===== config.mk =====
export PLATFORM = sky130hd
export DESIGN_NAME = peripheral_subsystem
export DESIGN_NICKNAME = d
export VERILOG_FILES = /design/src/hdl/bus_pkg.sv /design/src/hdl/periph_pkg.sv /design/src/hdl/obi_to_reg.sv /design/src/hdl/reg_demux.sv /design/src/hdl/soc_ctrl.sv /design/src/hdl/boot_rom.sv /design/src/hdl/uart_tx.sv /design/src/hdl/peripheral_subsystem.sv
export SDC_FILE = /design/constraint.sdc
export NUM_CORES = 1
export LEC_CHECK = 0
export BUFFER_PORTS_ARGS = -buffer_cell sky130_fd_sc_hd__buf_4
export CAP_MARGIN = 10
export CORE_ASPECT_RATIO = 0.9
export CORE_MARGIN = 2
export CORE_UTILIZATION = 25
export CTS_BUF_LIST = sky130_fd_sc_hd__clkbuf_4
export CTS_CLUSTER_SIZE = 20
export DETAILED_ROUTE_END_ITERATION = 8
export SLEW_MARGIN = 10
export SYNTH_ARGS = -nofsm -noshare
export SYNTH_HDL_FRONTEND = slang
export SYNTH_SLANG_ARGS = --single-unit

===== constraint.sdc =====
create_clock -name clk_i -period 6.8 [get_ports clk_i]
set_input_delay 1.02 -clock clk_i [delete_from_list [all_inputs] [get_ports clk_i]]
set_output_delay 1.02 -clock clk_i [all_outputs]
set_load 0.05 [all_outputs]

===== src/hdl/bus_pkg.sv =====
// ****************************************
// Register bus widths and opcode type
// ****************************************

package bus_pkg;

  // Word address and data path
  localparam int ADDR_WIDTH = 32;
  localparam int DATA_WIDTH = 32;

  // Direction of a register bus transfer
  typedef enum logic {
    REG_READ  = 1'b0,
    REG_WRITE = 1'b1
  } reg_op_e;

endpackage : bus_pkg


===== src/hdl/periph_pkg.sv =====
// ****************************************
// Peripheral address map and register offsets
// UART states and boot ROM image
// ****************************************

package periph_pkg;

  // One 4 KB window per peripheral above the base
  localparam logic [bus_pkg::ADDR_WIDTH-1:0] PERIPH_BASE = 32'h2000_0000;
  localparam int PERIPH_WINDOW_BITS = 12;
  localparam int NUM_PERIPH = 3;
  localparam int PERIPH_SEL_WIDTH = 2;

  localparam int SOC_CTRL_IDX = 0;
  localparam int BOOTROM_IDX = 1;
  localparam int UART_IDX = 2;

  // SoC control registers
  localparam logic [PERIPH_WINDOW_BITS-1:0] EXIT_VALID_OFFSET = 12'h000;
  localparam logic [PERIPH_WINDOW_BITS-1:0] EXIT_VALUE_OFFSET = 12'h004;
  localparam logic [PERIPH_WINDOW_BITS-1:0] BOOT_SELECT_OFFSET = 12'h008;
  localparam logic [PERIPH_WINDOW_BITS-1:0] SCRATCH_OFFSET = 12'h00C;

  // UART registers
  localparam logic [PERIPH_WINDOW_BITS-1:0] UART_DIV_OFFSET = 12'h000;
  localparam logic [PERIPH_WINDOW_BITS-1:0] UART_STATUS_OFFSET = 12'h004;
  localparam logic [PERIPH_WINDOW_BITS-1:0] UART_TXDATA_OFFSET = 12'h008;
  localparam int UART_DIV_WIDTH = 16;
  localparam logic [UART_DIV_WIDTH-1:0] UART_DIV_RESET = 16'd15;

  typedef enum logic [1:0] {
    UART_IDLE,
    UART_START,
    UART_DATA,
    UART_STOP
  } uart_state_e;

  // Boot image, small jump loop plus constants
  localparam int BOOT_ROM_DEPTH = 8;
  localparam logic [bus_pkg::DATA_WIDTH-1:0] BOOT_ROM_WORDS [0:BOOT_ROM_DEPTH-1] = '{
    32'h0000_0297, 32'h0202_8293, 32'h0002_a303, 32'h0003_0067,
    32'h0000_0013, 32'h0000_006f, 32'h5a5a_c3c3, 32'h0bad_f00d
  };

endpackage : periph_pkg


===== src/hdl/obi_to_reg.sv =====
// ****************************************
// OBI slave to register bus bridge
// ****************************************

`timescale 1ns/10ps

module obi_to_reg (
  input  logic                           clk_i,
  input  logic                           rst_n_i,

  input  logic                           obi_req_i,
  input  logic                           obi_we_i,
  input  logic [bus_pkg::ADDR_WIDTH-1:0] obi_addr_i,
  input  logic [bus_pkg::DATA_WIDTH-1:0] obi_wdata_i,
  output logic                           obi_gnt_o,
  output logic                           obi_rvalid_o,
  output logic [bus_pkg::DATA_WIDTH-1:0] obi_rdata_o,
  output logic                           obi_err_o,

  output logic                           reg_valid_o,
  output bus_pkg::reg_op_e               reg_op_o,
  output logic [bus_pkg::ADDR_WIDTH-1:0] reg_addr_o,
  output logic [bus_pkg::DATA_WIDTH-1:0] reg_wdata_o,
  input  logic                           reg_ready_i,
  input  logic [bus_pkg::DATA_WIDTH-1:0] reg_rdata_i,
  input  logic                           reg_error_i
);

  typedef enum logic {
    ST_IDLE,
    ST_ACCESS
  } state_e;

  state_e                         state_q;
  logic                           rvalid_q;
  bus_pkg::reg_op_e               op_q;
  logic [bus_pkg::ADDR_WIDTH-1:0] addr_q;
  logic [bus_pkg::DATA_WIDTH-1:0] wdata_q;
  logic [bus_pkg::DATA_WIDTH-1:0] rdata_q;
  logic                           err_q;
  logic                           gnt;

  assign reg_valid_o = (state_q == ST_ACCESS);
  assign reg_op_o = op_q;
  assign reg_addr_o = addr_q;
  assign reg_wdata_o = wdata_q;

  // Grant when the slave finishes the transfer
  assign gnt = reg_valid_o && reg_ready_i;
  assign obi_gnt_o = gnt;

  assign obi_rvalid_o = rvalid_q;
  assign obi_rdata_o = rdata_q;
  assign obi_err_o = err_q;

  always_ff @(posedge clk_i or negedge rst_n_i) begin
    if (!rst_n_i) begin
      state_q <= ST_IDLE;
      rvalid_q <= 1'b0;
    end else begin
      rvalid_q <= gnt;
      case (state_q)
        ST_IDLE: if (obi_req_i) state_q <= ST_ACCESS;
        default: if (gnt) state_q <= ST_IDLE;
      endcase
    end
  end

  always_ff @(posedge clk_i) begin
    if (state_q == ST_IDLE && obi_req_i) begin
      op_q <= obi_we_i ? bus_pkg::REG_WRITE : bus_pkg::REG_READ;
      addr_q <= obi_addr_i;
      wdata_q <= obi_wdata_i;
    end
    if (gnt) begin
      rdata_q <= reg_rdata_i;
      err_q <= reg_error_i;
    end
  end

endmodule : obi_to_reg


===== src/hdl/reg_demux.sv =====
// ****************************************
// Address decode and register bus demux
// ****************************************

`timescale 1ns/10ps

module reg_demux (
  input  logic                           in_valid_i,
  input  bus_pkg::reg_op_e               in_op_i,
  input  logic [bus_pkg::ADDR_WIDTH-1:0] in_addr_i,
  input  logic [bus_pkg::DATA_WIDTH-1:0] in_wdata_i,
  output logic                           in_ready_o,
  output logic [bus_pkg::DATA_WIDTH-1:0] in_rdata_o,
  output logic                           in_error_o,

  output logic                           out_valid_o [periph_pkg::NUM_PERIPH],
  output bus_pkg::reg_op_e               out_op_o    [periph_pkg::NUM_PERIPH],
  output logic [bus_pkg::ADDR_WIDTH-1:0] out_addr_o  [periph_pkg::NUM_PERIPH],
  output logic [bus_pkg::DATA_WIDTH-1:0] out_wdata_o [periph_pkg::NUM_PERIPH],
  input  logic                           out_ready_i [periph_pkg::NUM_PERIPH],
  input  logic [bus_pkg::DATA_WIDTH-1:0] out_rdata_i [periph_pkg::NUM_PERIPH],
  input  logic                           out_error_i [periph_pkg::NUM_PERIPH]
);

  logic [periph_pkg::PERIPH_SEL_WIDTH-1:0]   sel;
  logic [periph_pkg::PERIPH_WINDOW_BITS-1:0] offset;
  logic                                      base_match;
  logic                                      hit;

  // Window index sits just above the in-window offset
  assign sel = in_addr_i[periph_pkg::PERIPH_WINDOW_BITS +: periph_pkg::PERIPH_SEL_WIDTH];
  assign offset = in_addr_i[periph_pkg::PERIPH_WINDOW_BITS-1:0];
  assign base_match =
    (in_addr_i >> (periph_pkg::PERIPH_WINDOW_BITS + periph_pkg::PERIPH_SEL_WIDTH)) ==
    (periph_pkg::PERIPH_BASE >> (periph_pkg::PERIPH_WINDOW_BITS + periph_pkg::PERIPH_SEL_WIDTH));
  assign hit = base_match && (int'(sel) < periph_pkg::NUM_PERIPH);

  always_comb begin
    for (int i = 0; i < periph_pkg::NUM_PERIPH; i++) begin
      out_valid_o[i] = in_valid_i && hit && (int'(sel) == i);
      out_op_o[i] = in_op_i;
      out_addr_o[i] = '0;
      out_addr_o[i][periph_pkg::PERIPH_WINDOW_BITS-1:0] = offset;
      out_wdata_o[i] = in_wdata_i;
    end
  end

  // Unmapped addresses complete at once with an error
  always_comb begin
    in_ready_o = 1'b1;
    in_rdata_o = '0;
    in_error_o = 1'b1;
    for (int i = 0; i < periph_pkg::NUM_PERIPH; i++) begin
      if (hit && int'(sel) == i) begin
        in_ready_o = out_ready_i[i];
        in_rdata_o = out_rdata_i[i];
        in_error_o = out_error_i[i];
      end
    end
  end

endmodule : reg_demux


===== src/hdl/soc_ctrl.sv =====
// ****************************************
// SoC control registers, exit and boot mirror
// ****************************************

`timescale 1ns/10ps

module soc_ctrl (
  input  logic                           clk_i,
  input  logic                           rst_n_i,
  input  logic                           boot_select_i,

  input  logic                           reg_valid_i,
  input  bus_pkg::reg_op_e               reg_op_i,
  input  logic [bus_pkg::ADDR_WIDTH-1:0] reg_addr_i,
  input  logic [bus_pkg::DATA_WIDTH-1:0] reg_wdata_i,
  output logic                           reg_ready_o,
  output logic [bus_pkg::DATA_WIDTH-1:0] reg_rdata_o,
  output logic                           reg_error_o,

  output logic                           exit_valid_o,
  output logic [bus_pkg::DATA_WIDTH-1:0] exit_value_o
);

  logic [periph_pkg::PERIPH_WINDOW_BITS-1:0] offset;
  logic                                      wr_en;
  logic                                      exit_valid_q;
  logic [bus_pkg::DATA_WIDTH-1:0]            exit_value_q;
  logic [bus_pkg::DATA_WIDTH-1:0]            scratch_q;

  assign offset = reg_addr_i[periph_pkg::PERIPH_WINDOW_BITS-1:0];
  assign wr_en = reg_valid_i && (reg_op_i == bus_pkg::REG_WRITE);

  assign exit_valid_o = exit_valid_q;
  assign exit_value_o = exit_value_q;

  always_ff @(posedge clk_i or negedge rst_n_i) begin
    if (!rst_n_i) begin
      exit_valid_q <= 1'b0;
      exit_value_q <= '0;
    end else if (wr_en) begin
      if (offset == periph_pkg::EXIT_VALID_OFFSET) exit_valid_q <= reg_wdata_i[0];
      if (offset == periph_pkg::EXIT_VALUE_OFFSET) exit_value_q <= reg_wdata_i;
    end
  end

  always_ff @(posedge clk_i) begin
    if (wr_en && offset == periph_pkg::SCRATCH_OFFSET) scratch_q <= reg_wdata_i;
  end

  // Single-cycle slave, never stalls
  assign reg_ready_o = 1'b1;

  always_comb begin
    reg_rdata_o = '0;
    reg_error_o = 1'b0;
    case (offset)
      periph_pkg::EXIT_VALID_OFFSET:  reg_rdata_o[0] = exit_valid_q;
      periph_pkg::EXIT_VALUE_OFFSET:  reg_rdata_o = exit_value_q;
      periph_pkg::BOOT_SELECT_OFFSET: reg_rdata_o[0] = boot_select_i;
      periph_pkg::SCRATCH_OFFSET:     reg_rdata_o = scratch_q;
      default:                        reg_error_o = 1'b1;
    endcase
  end

endmodule : soc_ctrl


===== src/hdl/boot_rom.sv =====
// ****************************************
// Read-only boot ROM slave
// ****************************************

`timescale 1ns/10ps

module boot_rom (
  input  logic                           reg_valid_i,
  input  bus_pkg::reg_op_e               reg_op_i,
  input  logic [bus_pkg::ADDR_WIDTH-1:0] reg_addr_i,
  output logic                           reg_ready_o,
  output logic [bus_pkg::DATA_WIDTH-1:0] reg_rdata_o,
  output logic                           reg_error_o
);

  logic [periph_pkg::PERIPH_WINDOW_BITS-3:0] word_idx;

  assign word_idx = reg_addr_i[periph_pkg::PERIPH_WINDOW_BITS-1:2];

  assign reg_ready_o = 1'b1;
  // ROM is not writable
  assign reg_error_o = reg_valid_i && (reg_op_i == bus_pkg::REG_WRITE);

  always_comb begin
    reg_rdata_o = '0;
    for (int i = 0; i < periph_pkg::BOOT_ROM_DEPTH; i++) begin
      if (int'(word_idx) == i) reg_rdata_o = periph_pkg::BOOT_ROM_WORDS[i];
    end
  end

endmodule : boot_rom


===== src/hdl/uart_tx.sv =====
// ****************************************
// UART transmitter, 8N1, register mapped
// ****************************************

`timescale 1ns/10ps

module uart_tx (
  input  logic                           clk_i,
  input  logic                           rst_n_i,

  input  logic                           reg_valid_i,
  input  bus_pkg::reg_op_e               reg_op_i,
  input  logic [bus_pkg::ADDR_WIDTH-1:0] reg_addr_i,
  input  logic [bus_pkg::DATA_WIDTH-1:0] reg_wdata_i,
  output logic                           reg_ready_o,
  output logic [bus_pkg::DATA_WIDTH-1:0] reg_rdata_o,
  output logic                           reg_error_o,

  output logic                           uart_tx_o,
  output logic                           uart_tx_empty_o
);

  logic [periph_pkg::PERIPH_WINDOW_BITS-1:0] offset;
  logic [periph_pkg::UART_DIV_WIDTH-1:0]     div_q;
  logic [periph_pkg::UART_DIV_WIDTH-1:0]     baud_cnt_q;
  logic [2:0]                                bit_cnt_q;
  logic [7:0]                                shift_q;
  periph_pkg::uart_state_e                   state_q;
  logic                                      wr_en;
  logic                                      tx_wr;
  logic                                      busy;
  logic                                      start;
  logic                                      baud_tick;

  assign offset = reg_addr_i[periph_pkg::PERIPH_WINDOW_BITS-1:0];
  assign wr_en = reg_valid_i && (reg_op_i == bus_pkg::REG_WRITE);
  assign tx_wr = wr_en && (offset == periph_pkg::UART_TXDATA_OFFSET);
  assign busy = (state_q != periph_pkg::UART_IDLE);
  assign start = tx_wr && !busy;
  assign baud_tick = (baud_cnt_q == div_q);

  // Hold off a TXDATA write until the current frame is out
  assign reg_ready_o = !(tx_wr && busy);

  always_comb begin
    reg_rdata_o = '0;
    reg_error_o = 1'b0;
    case (offset)
      periph_pkg::UART_DIV_OFFSET:    reg_rdata_o[periph_pkg::UART_DIV_WIDTH-1:0] = div_q;
      periph_pkg::UART_STATUS_OFFSET: reg_rdata_o[0] = busy;
      periph_pkg::UART_TXDATA_OFFSET: reg_rdata_o = '0;
      default:                        reg_error_o = 1'b1;
    endcase
  end

  always_ff @(posedge clk_i or negedge rst_n_i) begin
    if (!rst_n_i) begin
      div_q <= periph_pkg::UART_DIV_RESET;
      baud_cnt_q <= '0;
    end else begin
      if (wr_en && offset == periph_pkg::UART_DIV_OFFSET) begin
        div_q <= reg_wdata_i[periph_pkg::UART_DIV_WIDTH-1:0];
      end
      if (!busy || baud_tick) baud_cnt_q <= '0;
      else baud_cnt_q <= baud_cnt_q + 1'b1;
    end
  end

  always_ff @(posedge clk_i or negedge rst_n_i) begin
    if (!rst_n_i) begin
      state_q <= periph_pkg::UART_IDLE;
      bit_cnt_q <= '0;
    end else begin
      case (state_q)
        periph_pkg::UART_IDLE: if (start) state_q <= periph_pkg::UART_START;
        periph_pkg::UART_START: begin
          if (baud_tick) begin
            state_q <= periph_pkg::UART_DATA;
            bit_cnt_q <= '0;
          end
        end
        periph_pkg::UART_DATA: begin
          if (baud_tick) begin
            bit_cnt_q <= bit_cnt_q + 1'b1;
            if (bit_cnt_q == 3'd7) state_q <= periph_pkg::UART_STOP;
          end
        end
        default: if (baud_tick) state_q <= periph_pkg::UART_IDLE;
      endcase
    end
  end

  // LSB goes out first
  always_ff @(posedge clk_i) begin
    if (start) shift_q <= reg_wdata_i[7:0];
    else if (state_q == periph_pkg::UART_DATA && baud_tick) shift_q <= shift_q >> 1;
  end

  always_comb begin
    case (state_q)
      periph_pkg::UART_START: uart_tx_o = 1'b0;
      periph_pkg::UART_DATA:  uart_tx_o = shift_q[0];
      default:                uart_tx_o = 1'b1;
    endcase
  end

  assign uart_tx_empty_o = !busy;

endmodule : uart_tx


===== src/hdl/peripheral_subsystem.sv =====
// ****************************************
// Peripheral subsystem top, bridge to slaves
// ****************************************

`timescale 1ns/10ps

module peripheral_subsystem (
  input  logic                           clk_i,
  input  logic                           rst_n_i,
  input  logic                           boot_select_i,

  input  logic                           obi_req_i,
  input  logic                           obi_we_i,
  input  logic [bus_pkg::ADDR_WIDTH-1:0] obi_addr_i,
  input  logic [bus_pkg::DATA_WIDTH-1:0] obi_wdata_i,
  output logic                           obi_gnt_o,
  output logic                           obi_rvalid_o,
  output logic [bus_pkg::DATA_WIDTH-1:0] obi_rdata_o,
  output logic                           obi_err_o,

  output logic                           exit_valid_o,
  output logic [bus_pkg::DATA_WIDTH-1:0] exit_value_o,

  output logic                           uart_tx_o,
  output logic                           uart_tx_empty_o
);

  // Bridge to demux
  logic                           reg_valid;
  bus_pkg::reg_op_e               reg_op;
  logic [bus_pkg::ADDR_WIDTH-1:0] reg_addr;
  logic [bus_pkg::DATA_WIDTH-1:0] reg_wdata;
  logic                           reg_ready;
  logic [bus_pkg::DATA_WIDTH-1:0] reg_rdata;
  logic                           reg_error;

  // Demux to slaves
  logic                           slv_valid [periph_pkg::NUM_PERIPH];
  bus_pkg::reg_op_e               slv_op    [periph_pkg::NUM_PERIPH];
  logic [bus_pkg::ADDR_WIDTH-1:0] slv_addr  [periph_pkg::NUM_PERIPH];
  logic [bus_pkg::DATA_WIDTH-1:0] slv_wdata [periph_pkg::NUM_PERIPH];
  logic                           slv_ready [periph_pkg::NUM_PERIPH];
  logic [bus_pkg::DATA_WIDTH-1:0] slv_rdata [periph_pkg::NUM_PERIPH];
  logic                           slv_error [periph_pkg::NUM_PERIPH];

  obi_to_reg obi_to_reg_i (
    .clk_i,
    .rst_n_i,
    .obi_req_i,
    .obi_we_i,
    .obi_addr_i,
    .obi_wdata_i,
    .obi_gnt_o,
    .obi_rvalid_o,
    .obi_rdata_o,
    .obi_err_o,
    .reg_valid_o(reg_valid),
    .reg_op_o   (reg_op),
    .reg_addr_o (reg_addr),
    .reg_wdata_o(reg_wdata),
    .reg_ready_i(reg_ready),
    .reg_rdata_i(reg_rdata),
    .reg_error_i(reg_error)
  );

  reg_demux reg_demux_i (
    .in_valid_i (reg_valid),
    .in_op_i    (reg_op),
    .in_addr_i  (reg_addr),
    .in_wdata_i (reg_wdata),
    .in_ready_o (reg_ready),
    .in_rdata_o (reg_rdata),
    .in_error_o (reg_error),
    .out_valid_o(slv_valid),
    .out_op_o   (slv_op),
    .out_addr_o (slv_addr),
    .out_wdata_o(slv_wdata),
    .out_ready_i(slv_ready),
    .out_rdata_i(slv_rdata),
    .out_error_i(slv_error)
  );

  soc_ctrl soc_ctrl_i (
    .clk_i,
    .rst_n_i,
    .boot_select_i,
    .reg_valid_i (slv_valid[periph_pkg::SOC_CTRL_IDX]),
    .reg_op_i    (slv_op[periph_pkg::SOC_CTRL_IDX]),
    .reg_addr_i  (slv_addr[periph_pkg::SOC_CTRL_IDX]),
    .reg_wdata_i (slv_wdata[periph_pkg::SOC_CTRL_IDX]),
    .reg_ready_o (slv_ready[periph_pkg::SOC_CTRL_IDX]),
    .reg_rdata_o (slv_rdata[periph_pkg::SOC_CTRL_IDX]),
    .reg_error_o (slv_error[periph_pkg::SOC_CTRL_IDX]),
    .exit_valid_o,
    .exit_value_o
  );

  boot_rom boot_rom_i (
    .reg_valid_i(slv_valid[periph_pkg::BOOTROM_IDX]),
    .reg_op_i   (slv_op[periph_pkg::BOOTROM_IDX]),
    .reg_addr_i (slv_addr[periph_pkg::BOOTROM_IDX]),
    .reg_ready_o(slv_ready[periph_pkg::BOOTROM_IDX]),
    .reg_rdata_o(slv_rdata[periph_pkg::BOOTROM_IDX]),
    .reg_error_o(slv_error[periph_pkg::BOOTROM_IDX])
  );

  uart_tx uart_tx_i (
    .clk_i,
    .rst_n_i,
    .reg_valid_i(slv_valid[periph_pkg::UART_IDX]),
    .reg_op_i   (slv_op[periph_pkg::UART_IDX]),
    .reg_addr_i (slv_addr[periph_pkg::UART_IDX]),
    .reg_wdata_i(slv_wdata[periph_pkg::UART_IDX]),
    .reg_ready_o(slv_ready[periph_pkg::UART_IDX]),
    .reg_rdata_o(slv_rdata[periph_pkg::UART_IDX]),
    .reg_error_o(slv_error[periph_pkg::UART_IDX]),
    .uart_tx_o,
    .uart_tx_empty_o
  );

endmodule : peripheral_subsystem


==> results.tsv <==
metric	value	unit
hold_viol_final	0	
placedCellCount	1135	
globalRouteTotalUtil	13.1	%
fin_skew	24.5	ps
die-width	198	µm
syn_inst	561	
required	5780	ps
synth_most_common_cell	edfxtp_1	
ys_ff_latch	210	
rows	63	
period_needed	4490	ps
netlist_area	8480	µm²
ios	139	
start_kind	flip-flop	
rsz0062_at_grt	no	
worstMarginPinSlew	1190	ps
hpwl	15.2	mm
grt_pass1_vias	5523	
cts.sinks	210	
path_clk_slew	70	ps
finalSetupTns	0	ps
fin_util	32.4	%
antenna_found_initial	2	
ir_worst_vdd	0.127	mV
insertion_delay	670	ps
drtIter0Drc	304	
ys_top_cells_by_area	edfxtp_1 (49%), dfrtp_1 (20%), mux2_2 (7.6%)	
avgSynthCellArea	15.1	µm²
status	complete, no violations	
dr_total_vias	5543	
slew_headroom	20.4	%
worstPathMaxFanout	15	
remaining_drc_errors	0	
fmax	223	MHz
grt_pass1_wl	34.2	mm
postRouteWirelength	23.1	mm
synthTopCellsByCount	edfxtp_1 (138), dfrtp_1 (68), mux2_2 (57)	
final_cells	1237	
ctsResizeCount	0	
firstDrtPassIters	4	
post-route-period-util	66.1	%
whs	161	ps
postCtsSetupBuffers	0	
core_area	33200	µm²
vias_per_cell	4.48	
port_buffers	138	
cp.arrival	3470	ps
drive_gt1_share	38.5	%
cap_violations	0	
worst-setup-path-type	reg2out	
clockRootBuffer	clkbuf_4	
synth-edff-count	138	
ys_seq_area_share	70.2	%
grt_max_degree	67	
cellPowerDensity	243	nW/µm²
final_nets	810	
synthFlopType	edfxtp_1	
cts_buffers	53	
cts_tree	yes	
synthesis.nets	636	
p_leak	4.26	nW
start_util	25.6	%
gr-total-overflow	0	
dieArea	35400	µm²
clock_path_buffers	3	
cp-end-kind	primary output	
yosys.area.top_type	edfxtp_1	
drv_slew	0	
async_flop_share	34.3	%
synth_warnings	0	
synth_top_area_share	48.9	%
cts_max_level	2	
hold_path.class	in2async	
place.gp.congestion	0.813	
setup_viol	0	
ys_types	52	
syn_to_final_growth	26.8	%
cts_hold_buf	0	
die_h	179	µm
wl_per_cell	18.7	µm
total_power	0.00261	W
ant_nets	0	
-- cell usage in the layout, fill, tap and decap left out, types with 3 or more instances in the layout --
cell      instances
o22a_1           13
dfrtp_1          68
o21ai_0           7
xnor2_1          27
a21o_1            5
or3_1             3
nor4_1            6
buf_4           146
and4_1            3
mux2_2           57
a21boi_0          3
diode_2           3
dfstp_2           4
xor2_1            6
a22oi_1          31
inv_1             8
clkbuf_4         80
nand3_1           6
o221ai_1          8
nand2_1          22
nand4_1          12
or4_1             4
nor3_1            8
ha_1              6
clkinv_1         15
nor2_1           49
a21oi_1           3
edfxtp_1        138
-- cells by family after synthesis --
group / share of synthesized area [%]
buffers and inverters: 1.76
AOI/OAI and AO/OA: 7.60
xor gates and xnor gates: 3.41
adders and majority gates: 0.885
DFF: 70.2
and+or+nand+nor: 8.09
muxes: 8.09
-- critical path, stage by stage, from the launching register on --
cell and delay, ps:
edfxtp_1 370, or4_1 620, or3b_1 520, nor2_1 940, a21boi_4 100, buf_4 240
-- metrics by stage --
stage / setup WS [ps] / instance area, µm²
2_1_floorplan: 855 / 8480
3_3_place_gp: 3050 / 10100
3_5_place_dp: 3000 / 10100
4_1_cts: 2240 / 10700
5_1_grt: 2120 / 10700
6_report: 2310 / 10700
-- state kept, by name (all words and copies together) (netlist names) --
signal                     count
obi_to_reg_i.obi_rdata_o      32
obi_to_reg_i.reg_addr_o       32
obi_to_reg_i.reg_wdata_o      32
soc_ctrl_i.exit_value_o       32
soc_ctrl_i.scratch_q          32
uart_tx_i.baud_cnt_q          16
uart_tx_i.div_q               16
uart_tx_i.shift_q              8
uart_tx_i.bit_cnt_q            3
uart_tx_i.state_q              2
obi_to_reg_i.obi_err_o         1
obi_to_reg_i.obi_rvalid_o      1
obi_to_reg_i.reg_op_o          1
obi_to_reg_i.reg_valid_o       1
soc_ctrl_i.exit_valid_o        1
-- layout make-up --
type / count / area [µm²]
diodes: 3 / 7.51
clock buffers: 80 / 601
clock inverters: 19 / 73.8
fillers: 3316 / 22400
inverters: 8 / 30.0
multi-input cells: 316 / 2420
flip-flops and latches: 210 / 5950
well taps: 455 / 569
repair buffers: 146 / 1100
-- power by group --
group | switching, W | internal, W | total, W
clock network | 0.000529 | 0.000539 | 0.00107
logic | 0.0000810 | 0.0000439 | 0.000125
registers | 0.0000215 | 0.00140 | 0.00142
-- worst paths after layout --
check	startpoint	to	slack, ps	cells after the start
max	obi_to_reg_i.reg_addr_o[16]	obi_gnt_o	2310	5
min	rst_n_i	obi_to_reg_i.reg_valid_o	160	1
max reg2reg	obi_to_reg_i.reg_addr_o[9]	soc_ctrl_i.exit_value_o[7]	3350	5
min reg2reg	obi_to_reg_i.reg_wdata_o[23]	soc_ctrl_i.scratch_q[23]	450	0
max in group asynchronous	rst_n_i	soc_ctrl_i.exit_value_o[8]	5520	2
min in group clk_i	obi_to_reg_i.reg_wdata_o[23]	soc_ctrl_i.scratch_q[23]	450	0
-- routing by layer --
metal	vias up	track usage (%)	routed length (µm)
met5	-	0	0
met4	0	4.39	456
met3	38	3.80	1590
met2	186	19.5	10300
met1	2789	18.3	10700
li1	2530	-	-
Note: power is estimated with default switching activity, not from simulation.
